--- src/mcu_trace_consts.svh ---
////////////////////////////////////////////////////////////////////////////
// Buffer geometry and register map for the trace capture subsystem
// NUM_ENTRIES must be a power of two and PTR_W must be its log2
// Packets are fixed at four words with a two bit word select
////////////////////////////////////////////////////////////////////////////
`ifndef MCU_TRACE_CONSTS_SVH
`define MCU_TRACE_CONSTS_SVH

// Buffer geometry
`define MCU_TRACE_NUM_ENTRIES   16
`define MCU_TRACE_PTR_W         4
`define MCU_TRACE_PKT_DWORDS    4
// Depth in 32-bit words as reported by CONFIG
`define MCU_TRACE_DEPTH_DWORDS  (`MCU_TRACE_NUM_ENTRIES * `MCU_TRACE_PKT_DWORDS)

// Register bus address width
`define MCU_TRACE_ADDR_W        8

// Register byte addresses
`define MCU_TRACE_ADDR_STATUS   8'h00
`define MCU_TRACE_ADDR_CONFIG   8'h04
`define MCU_TRACE_ADDR_WR_PTR   8'h08
`define MCU_TRACE_ADDR_RD_PTR   8'h0C
`define MCU_TRACE_ADDR_DATA     8'h10

`endif

--- src/mcu_trace_pkg.sv ---
////////////////////////////////////////////////////////////////////////////
// Trace record, stored packet and buffer status types
// Word 0 of a packet sits in the low 32 bits
////////////////////////////////////////////////////////////////////////////
`default_nettype none

package mcu_trace_pkg;

    // One retired instruction as presented by the core
    typedef struct packed {
        logic [31:0] insn;
        logic [31:0] address;
        logic [31:0] tval;
        logic        exception;
        logic [4:0]  ecause;
        logic        interrupt;
    } trace_retire_t;

    // Stored packet, highest word first
    // Word 3 carries the flags in its low 7 bits
    typedef struct packed {
        logic [24:0] reserved;
        logic        interrupt;
        logic [4:0]  ecause;
        logic        exception;
        logic [31:0] tval;      // Word 2
        logic [31:0] address;   // Word 1
        logic [31:0] insn;      // Word 0
    } trace_packet_t;

    // Buffer state seen by the register stage
    typedef struct packed {
        logic        valid_data;
        logic        wrapped;
        // Next write entry scaled to words
        logic [31:0] wr_ptr;
    } trace_status_t;

endpackage

`default_nettype wire

--- src/mcu_trace_reg_pkg.sv ---
////////////////////////////////////////////////////////////////////////////
// Register bus types for the debugger port
// Full-word accesses only, no byte enables
////////////////////////////////////////////////////////////////////////////
`default_nettype none

`include "mcu_trace_consts.svh"

package mcu_trace_reg_pkg;

    // Register map, byte addresses
    typedef enum logic [`MCU_TRACE_ADDR_W-1:0] {
        ADDR_STATUS = `MCU_TRACE_ADDR_STATUS,
        ADDR_CONFIG = `MCU_TRACE_ADDR_CONFIG,
        ADDR_WR_PTR = `MCU_TRACE_ADDR_WR_PTR,
        ADDR_RD_PTR = `MCU_TRACE_ADDR_RD_PTR,
        ADDR_DATA   = `MCU_TRACE_ADDR_DATA
    } reg_addr_e;

    // Request payload
    // Held steady by the master while reg_req is high
    typedef struct packed {
        logic                         write;
        logic [`MCU_TRACE_ADDR_W-1:0] addr;
        logic [31:0]                  wdata;
    } reg_req_t;

    // Response payload, valid while reg_ack is high
    typedef struct packed {
        logic [31:0] rdata;
        logic        err;
    } reg_rsp_t;

    // Four-phase slave handshake
    typedef enum logic [1:0] {
        IDLE,
        ACK,
        WAIT_REQ_LOW
    } csr_state_e;

endpackage

`default_nettype wire

--- src/mcu_trace_capture.sv ---
////////////////////////////////////////////////////////////////////////////
// Capture stage, one packet per valid retire record, no back-pressure
// Records outside debug mode are dropped here and nowhere else
////////////////////////////////////////////////////////////////////////////
`timescale 1ns/1ps
`default_nettype none

module mcu_trace_capture
    import mcu_trace_pkg::*;
(
    input  logic          clk,
    input  logic          rst_b,
    input  logic          debug_en,
    input  logic          trace_valid,
    input  trace_retire_t trace_rec,
    output logic          pkt_valid,
    output trace_packet_t pkt
);

    logic          accept;
    trace_packet_t pkt_next;

    // Qualify retire with debug mode
    assign accept = trace_valid & debug_en;

    // Pack record into the four word layout
    always_comb begin
        pkt_next           = '0;
        pkt_next.insn      = trace_rec.insn;
        pkt_next.address   = trace_rec.address;
        pkt_next.tval      = trace_rec.tval;
        // Flags word, reserved bits stay zero
        pkt_next.exception = trace_rec.exception;
        pkt_next.ecause    = trace_rec.ecause;
        pkt_next.interrupt = trace_rec.interrupt;
    end

    //////////////////////////////////////////////////////////////////////////
    // Stage register
    //////////////////////////////////////////////////////////////////////////

    always_ff @(posedge clk or negedge rst_b) begin
        if (!rst_b) begin
            pkt_valid <= 1'b0;
        end else begin
            pkt_valid <= accept;
        end
    end

    // Payload loads only on an accepted record
    always_ff @(posedge clk) begin
        if (accept) begin
            pkt <= pkt_next;
        end
    end

endmodule

`default_nettype wire

--- src/mcu_trace_store.sv ---
////////////////////////////////////////////////////////////////////////////
// Circular packet buffer, always accepts, oldest entry overwritten on wrap
// Read port is combinational from the word pointer
////////////////////////////////////////////////////////////////////////////
`timescale 1ns/1ps
`default_nettype none

`include "mcu_trace_consts.svh"

module mcu_trace_store
    import mcu_trace_pkg::*;
(
    input  logic          clk,
    input  logic          rst_b,
    input  logic          pkt_valid,
    input  trace_packet_t pkt,
    input  logic [31:0]   rd_ptr,
    output trace_status_t status,
    output logic [31:0]   rd_data
);

    // Packet storage
    trace_packet_t buffer [`MCU_TRACE_NUM_ENTRIES];

    // Write side state
    logic [`MCU_TRACE_PTR_W-1:0] wr_idx;
    logic                        valid_data;
    logic                        wrapped;

    // Read side decode
    logic [`MCU_TRACE_PTR_W-1:0] rd_entry;
    logic [1:0]                  rd_word;
    trace_packet_t               rd_pkt;

    //////////////////////////////////////////////////////////////////////////
    // Write pointer and flags
    //////////////////////////////////////////////////////////////////////////

    always_ff @(posedge clk or negedge rst_b) begin
        if (!rst_b) begin
            wr_idx     <= '0;
            valid_data <= 1'b0;
            wrapped    <= 1'b0;
        end else if (pkt_valid) begin
            valid_data <= 1'b1;
            // Last entry written, next write lands on entry 0
            if (&wr_idx) begin
                wrapped <= 1'b1;
            end
            // Power of two depth, index rolls over by itself
            wr_idx <= wr_idx + 1'b1;
        end
    end

    //////////////////////////////////////////////////////////////////////////
    // Buffer array
    //////////////////////////////////////////////////////////////////////////

    // Entries read as zero after reset
    always_ff @(posedge clk or negedge rst_b) begin
        if (!rst_b) begin
            for (int i = 0; i < `MCU_TRACE_NUM_ENTRIES; i++) begin
                buffer[i] <= '0;
            end
        end else if (pkt_valid) begin
            buffer[wr_idx] <= pkt;
        end
    end

    // Status straight from the flops
    always_comb begin
        status.valid_data = valid_data;
        status.wrapped    = wrapped;
        // Entry index scaled to words
        status.wr_ptr     = 32'(wr_idx) * 32'(`MCU_TRACE_PKT_DWORDS);
    end

    //////////////////////////////////////////////////////////////////////////
    // Read port
    //////////////////////////////////////////////////////////////////////////

    // Entry is pointer div 4 mod depth
    // Upper pointer bits fall away
    assign rd_entry = rd_ptr[`MCU_TRACE_PTR_W+1:2];

    // Word within the packet
    assign rd_word = rd_ptr[1:0];

    assign rd_pkt  = buffer[rd_entry];
    assign rd_data = rd_pkt[32*rd_word +: 32];

endmodule

`default_nettype wire

--- src/mcu_trace_csr.sv ---
////////////////////////////////////////////////////////////////////////////
// Four-phase req/ack register slave, one access in flight at a time
// Every access is refused with err while debug mode is off
////////////////////////////////////////////////////////////////////////////
`timescale 1ns/1ps
`default_nettype none

`include "mcu_trace_consts.svh"

module mcu_trace_csr
    import mcu_trace_pkg::*;
    import mcu_trace_reg_pkg::*;
(
    input  logic          clk,
    input  logic          rst_b,
    input  logic          debug_en,
    // Debugger bus
    input  logic          reg_req,
    input  reg_req_t      reg_req_data,
    output logic          reg_ack,
    output reg_rsp_t      reg_rsp,
    // Buffer side
    input  trace_status_t status,
    input  logic [31:0]   rd_data,
    output logic [31:0]   rd_ptr
);

    csr_state_e  state;
    reg_addr_e   req_addr;

    // Decode results
    logic [31:0] rdata_sel;
    logic        addr_hit;
    logic        write_ok;
    logic        rd_ptr_we;
    reg_rsp_t    rsp_next;

    assign req_addr = reg_addr_e'(reg_req_data.addr);

    //////////////////////////////////////////////////////////////////////////
    // Address decode
    //////////////////////////////////////////////////////////////////////////

    // Read mux over the register map
    always_comb begin
        rdata_sel = '0;
        addr_hit  = 1'b1;
        write_ok  = 1'b0;
        case (req_addr)
            ADDR_STATUS: begin
                rdata_sel = {30'd0, status.wrapped, status.valid_data};
            end
            ADDR_CONFIG: begin
                rdata_sel = 32'(`MCU_TRACE_DEPTH_DWORDS);
            end
            ADDR_WR_PTR: begin
                rdata_sel = status.wr_ptr;
            end
            ADDR_RD_PTR: begin
                rdata_sel = rd_ptr;
                // Only writable register
                write_ok  = 1'b1;
            end
            ADDR_DATA: begin
                rdata_sel = rd_data;
            end
            default: begin
                addr_hit = 1'b0;
            end
        endcase
    end

    // Response and write enable
    always_comb begin
        rsp_next  = '0;
        rd_ptr_we = 1'b0;
        if (!debug_en || !addr_hit || (reg_req_data.write && !write_ok)) begin
            // Refused access, rdata stays zero and nothing changes
            rsp_next.err = 1'b1;
        end else if (reg_req_data.write) begin
            rd_ptr_we = 1'b1;
        end else begin
            rsp_next.rdata = rdata_sel;
        end
    end

    //////////////////////////////////////////////////////////////////////////
    // Handshake FSM
    //////////////////////////////////////////////////////////////////////////

    // IDLE samples reg_req
    // ACK performs the access and raises reg_ack with the response
    // WAIT_REQ_LOW holds both until the master lets go
    always_ff @(posedge clk or negedge rst_b) begin
        if (!rst_b) begin
            state   <= IDLE;
            reg_ack <= 1'b0;
            reg_rsp <= '0;
            rd_ptr  <= '0;
        end else begin
            case (state)
                IDLE: begin
                    if (reg_req) begin
                        state <= ACK;
                    end
                end
                ACK: begin
                    reg_ack <= 1'b1;
                    reg_rsp <= rsp_next;
                    if (rd_ptr_we) begin
                        rd_ptr <= reg_req_data.wdata;
                    end
                    state <= WAIT_REQ_LOW;
                end
                WAIT_REQ_LOW: begin
                    // Master may stall here indefinitely
                    if (!reg_req) begin
                        reg_ack <= 1'b0;
                        state   <= IDLE;
                    end
                end
                default: begin
                    reg_ack <= 1'b0;
                    state   <= IDLE;
                end
            endcase
        end
    end

endmodule

`default_nettype wire

--- src/mcu_trace_top.sv ---
////////////////////////////////////////////////////////////////////////////
// Trace subsystem top, capture then store then register stage
// Two edges from a retire record to visible status
////////////////////////////////////////////////////////////////////////////
`timescale 1ns/1ps
`default_nettype none

module mcu_trace_top
    import mcu_trace_pkg::*;
    import mcu_trace_reg_pkg::*;
(
    input  logic          clk,
    input  logic          rst_b,
    input  logic          debug_en,
    // Core retire port
    input  logic          trace_valid,
    input  trace_retire_t trace_rec,
    // Debugger bus
    input  logic          reg_req,
    input  reg_req_t      reg_req_data,
    output logic          reg_ack,
    output reg_rsp_t      reg_rsp
);

    // Capture to store
    logic          pkt_valid;
    trace_packet_t pkt;

    // Store to and from register stage
    trace_status_t status;
    logic [31:0]   rd_ptr;
    logic [31:0]   rd_data;

    mcu_trace_capture u_capture (
        .clk         (clk),
        .rst_b       (rst_b),
        .debug_en    (debug_en),
        .trace_valid (trace_valid),
        .trace_rec   (trace_rec),
        .pkt_valid   (pkt_valid),
        .pkt         (pkt)
    );

    mcu_trace_store u_store (
        .clk       (clk),
        .rst_b     (rst_b),
        .pkt_valid (pkt_valid),
        .pkt       (pkt),
        .rd_ptr    (rd_ptr),
        .status    (status),
        .rd_data   (rd_data)
    );

    mcu_trace_csr u_csr (
        .clk          (clk),
        .rst_b        (rst_b),
        .debug_en     (debug_en),
        .reg_req      (reg_req),
        .reg_req_data (reg_req_data),
        .reg_ack      (reg_ack),
        .reg_rsp      (reg_rsp),
        .status       (status),
        .rd_data      (rd_data),
        .rd_ptr       (rd_ptr)
    );

endmodule

`default_nettype wire

--- config.mk ---
export PLATFORM = sky130hd
export DESIGN_NAME = mcu_trace_top
export DESIGN_NICKNAME = d
export VERILOG_FILES = /design/src/mcu_trace_pkg.sv /design/src/mcu_trace_reg_pkg.sv /design/src/mcu_trace_capture.sv /design/src/mcu_trace_store.sv /design/src/mcu_trace_csr.sv /design/src/mcu_trace_top.sv
export VERILOG_INCLUDE_DIRS = /design/src
export SDC_FILE = /design/constraint.sdc
export NUM_CORES = 2
export LEC_CHECK = 0
export ABC_CLOCK_PERIOD_IN_PS = 3350
export BUFFER_PORTS_ARGS = -buffer_cell sky130_fd_sc_hd__buf_2
export CAP_MARGIN = 0
export CELL_PAD_IN_SITES_DETAIL_PLACEMENT = 0
export CELL_PAD_IN_SITES_GLOBAL_PLACEMENT = 1
export CORE_ASPECT_RATIO = 1.1
export CORE_MARGIN = 4
export CORE_UTILIZATION = 57
export CTS_BUF_LIST = sky130_fd_sc_hd__clkbuf_8
export CTS_CLUSTER_SIZE = 30
export DETAILED_ROUTE_END_ITERATION = 6
export PLACE_DENSITY_LB_ADDON = 0.1
export REMOVE_ABC_BUFFERS = 1
export SYNTH_ARGS = -nofsm -noshare
export SYNTH_HDL_FRONTEND = slang
export SYNTH_HIERARCHICAL = 1
export SYNTH_SLANG_ARGS = --single-unit
export TNS_END_PERCENT = 50
--- constraint.sdc ---
create_clock -name clk -period 3.35 [get_ports clk]
set_input_delay 0.335 -clock clk [delete_from_list [all_inputs] [get_ports clk]]
set_output_delay 0.335 -clock clk [all_outputs]
set_load 0.005 [all_outputs]
==> results.json <==
{
  "synthArstFlopShare_pct": 95.4,
  "drt-initial-drc-count": 4131,
  "p_seq_share_pct": 49.7,
  "finalSetupViolCount": 0,
  "slowest_delay_ns": 0.75,
  "grt_overflow_total": 0,
  "crit_chain": "buf_12, inv_2, buf_4, mux2i_1, a221oi_1, a21oi_1, nor2_1, mux2i_1, or3_1, nand3_1, a22o_1",
  "maxSlewViolCount": 0,
  "die-area_um2": 180000,
  "cts.clk_slew.worst_paths_ns": 0.06,
  "whs_ns": 0.122,
  "p_leak_nw": 51.0,
  "die_w_um": 405,
  "synth_edf_count": 103,
  "grt_pass1_vias": 62200,
  "power.density_nw_per_um2": 767,
  "numClockSinks": 2226,
  "fp.dieH_um": 445,
  "crit_path_top_delay_cell": "dfrtp_4",
  "vias": 57500,
  "path_buf_inv": 3,
  "syn_avg_cell_area_um2": 16.1,
  "finalCoreUtilization_pct": 65.8,
  "wl_per_cell_um": 28.7,
  "slew_headroom_pct": 27.5,
  "end_kind": "register",
  "r2r_setup_slack_ns": 0.16,
  "coreArea_um2": 173000,
  "outcome": "completed",
  "synth_flop_cell": "dfrtp_1",
  "cts_buffers": 380,
  "path_max_fanout": 24,
  "syn_area_um2": 99000,
  "antenna_found_initial": 6,
  "crit_family": "buffers and inverters",
  "wl_mm": 265,
  "ir_worst_vdd_uv": 505,
  "ys_seq_area_share_pct": 56.8,
  "r2r_cells": 11,
  "gp_congestion": 0.774,
  "pwr-share-clk_pct": 27.2,
  "p_int_mw": 64.0,
  "r2r-end": "u_csr/reg_rsp[2]",
  "period_needed_ns": 3.19,
  "io_pins": 183,
  "synth-seq-cells": 2226,
  "io_buffers": 182,
  "required_ns": 4.31,
  "cts-hold-fix-buffers": 290,
  "setup_ws_ns": 0.157,
  "worst_ep_arrival_time_ns": 4.16,
  "switching_power_mw": 23.2,
  "dp_hpwl_mm": 151,
  "worst-path-stages": 11,
  "hold_path.class": "in2reg",
  "fin_crit_sh_pct": 95.3,
  "h-tree-depth": 5,
  "cts_tree": "yes",
  "endpoint": "u_csr/reg_rsp[2]",
  "synth_cells": 6153,
  "worstReg2RegStart": "u_csr/rd_ptr[2]",
  "fin_worst_skew_ns": 0.0563,
  "critical_path_class": "reg2reg",
  "ant_nets": 0,
  "rsz0062_at_grt": "no",
  "pwr-share-comb_pct": 23.0,
  "insertion_delay_ns": 1.07,
  "synth_area_leaders": "dfrtp_1 (54%), mux2_2 (24%), mux4_2 (12%), edfxtp_1 (3.1%), mux2i_1 (1.1%)",
  "crit_top_cell": "mux2i_1",
  "area_delta_synth_final_pct": 14.8,
  "instances_no_fill": 9250,
  "drc": 0,
  "synth_top_area_cell": "dfrtp_1",
  "ctsResizeCount": 0,
  "synth_top_area_share_pct": 53.7,
  "dp_cells": 8312,
  "initial_core_util_pct": 57.3,
  "cp-startpoint": "u_csr/rd_ptr[2]",
  "cts_setup_buffers": 0,
  "drive_above_1_share_pct": 51.4,
  "root_buffer": "clkbuf_8",
  "cap_viol_max_count": 0,
  "worst_pin_slew_ns": 1.08,
  "power_mw": 87.2,
  "grt_pass1_wl_mm": 403,
  "num_rows": 160,
  "routed_via_density": 6.22,
  "max_freq_mhz": 313,
  "clockBufferDepth": 4,
  "startpoint_type": "register",
  "firstDrtPassIters": 7,
  "ys_warn_count": 6,
  "grt_max_degree": 130,
  "gr-usage-all-layers_pct": 30.0,
  "ys_types": 65,
  "switching_share_pct": 26.6,
  "final_hold_viol_count": 0,
  "place_ws_ns": 0.147,
  "final_nets": 6869
}
## cell type report
cell class / instances / area [µm²]
diodes: 2 / 5.00
clock buffers: 470 / 6470
clock inverters: 176 / 843
fillers: 12400 / 59100
inverters: 4 / 15.0
multi-input cells: 3369 / 40100
flip-flops and latches: 2226 / 56200
well taps: 2268 / 2840
repair buffers: 735 / 7150
## how the worst min path moves through the flow
stage | startpoint | to | slack, ns | depth (start not counted)
2_1_floorplan | rst_b | u_capture/pkt_valid | 0.04 | 0
3_3_place_gp | rst_b | u_store/buffer[1287] | 0.30 | 1
3_5_place_dp | rst_b | u_store/buffer[1543] | 0.30 | 1
4_1_cts | reg_req_data[3] | u_csr/rd_ptr[3] | 0.00008 | 3
5_1_grt | reg_req_data[4] | u_csr/rd_ptr[4] | 0.05 | 3
6_report | trace_rec[33] | u_capture/pkt[90] | 0.12 | 2
## cells in the mapped netlist, drive strengths merged, types with 12 or more instances
| library cell | count |
|---|---|
| nand2 | 107 |
| o21ai | 38 |
| dfrtp | 2123 |
| o22ai | 110 |
| edfxtp | 103 |
| buf | 341 |
| mux2i | 106 |
| nor4 | 24 |
| mux2 | 2090 |
| mux4 | 506 |
| o2bb2ai | 22 |
| nor3 | 17 |
| nand3 | 39 |
| a21oi | 31 |
| clkbuf | 263 |
| a22o | 28 |
| a22oi | 14 |
| nor2 | 42 |
| o22a | 12 |
| nor2b | 15 |
| o221ai | 12 |
## routing by layer
layer,global-route usage (%),up-vias,part of all wire (%)
li1,-,24100,-
met1,43.1,31500,44
met2,47.7,1530,48
met3,5.70,406,5.7
met4,7.66,0,2.4
met5,0,-,0
## worst register-to-register path: stages (launching register included)
cell and delay, ns:
dfrtp_4 0.75, buf_12 0.34, inv_2 0.25, buf_4 0.22, mux2i_1 0.12, a221oi_1 0.37
a21oi_1 0.11, nor2_1 0.29, mux2i_1 0.12, or3_1 0.33, nand3_1 0.09, a22o_1 0.12
## power groups by stage
stage / clock network, mW / registers, mW / logic, mW
floorplan: 0 / 41.7 / 16.4
global placement: 0 / 43.1 / 19.1
detailed placement: 0 / 43.7 / 19.9
CTS: 24.3 / 43.2 / 20.2
global route: 25.6 / 44.5 / 21.8
finish: 23.7 / 43.3 / 20.1
## registers in the layout (all words and copies together), names as in the netlist
| name | cells |
|---|---|
| u_store/wrapped | 1 |
| u_csr/reg_rsp | 33 |
| u_store/valid_data | 1 |
| u_capture/pkt_valid | 1 |
| u_capture/pkt | 103 |
| u_store/wr_idx | 4 |
| u_csr/rd_ptr | 32 |
| u_csr/reg_ack | 1 |
| u_store/buffer | 2048 |
| u_csr/state | 2 |
## cell families after synthesis
logic type | Yosys count | synth area share, %
other cells | 2 | 0.00759
compound gates | 319 | 2.26
flops | 2226 | 56.8
mux | 2702 | 36.4
fa+ha+maj | 4 | 0.0506
buf+inv | 609 | 3.07
xor+xnor | 3 | 0.0265
simple gates | 288 | 1.45
## layout by cell type (no fill, tap or decap), types with 109 or more instances in the layout
cell / Yosys / layout
mux4_2: 506 / 506
mux2_2: 2089 / 2089
buf_4: 105 / 156
buf_12: 0 / 109
o22ai_1: 110 / 110
dfrtp_1: 2123 / 2117
dlygate4sd3_1: 0 / 289
clkbuf_8: 0 / 470
inv_1: 3 / 144
buf_2: 196 / 181
## stage by stage
stage          cell area, µm²  setup TNS (ns)
2_1_floorplan           96200        -5486.88
3_3_place_gp           103000               0
3_5_place_dp           103000               0
4_1_cts                114000               0
5_1_grt                114000               0
6_report               114000               0
Power figures use the tool's default switching activity.
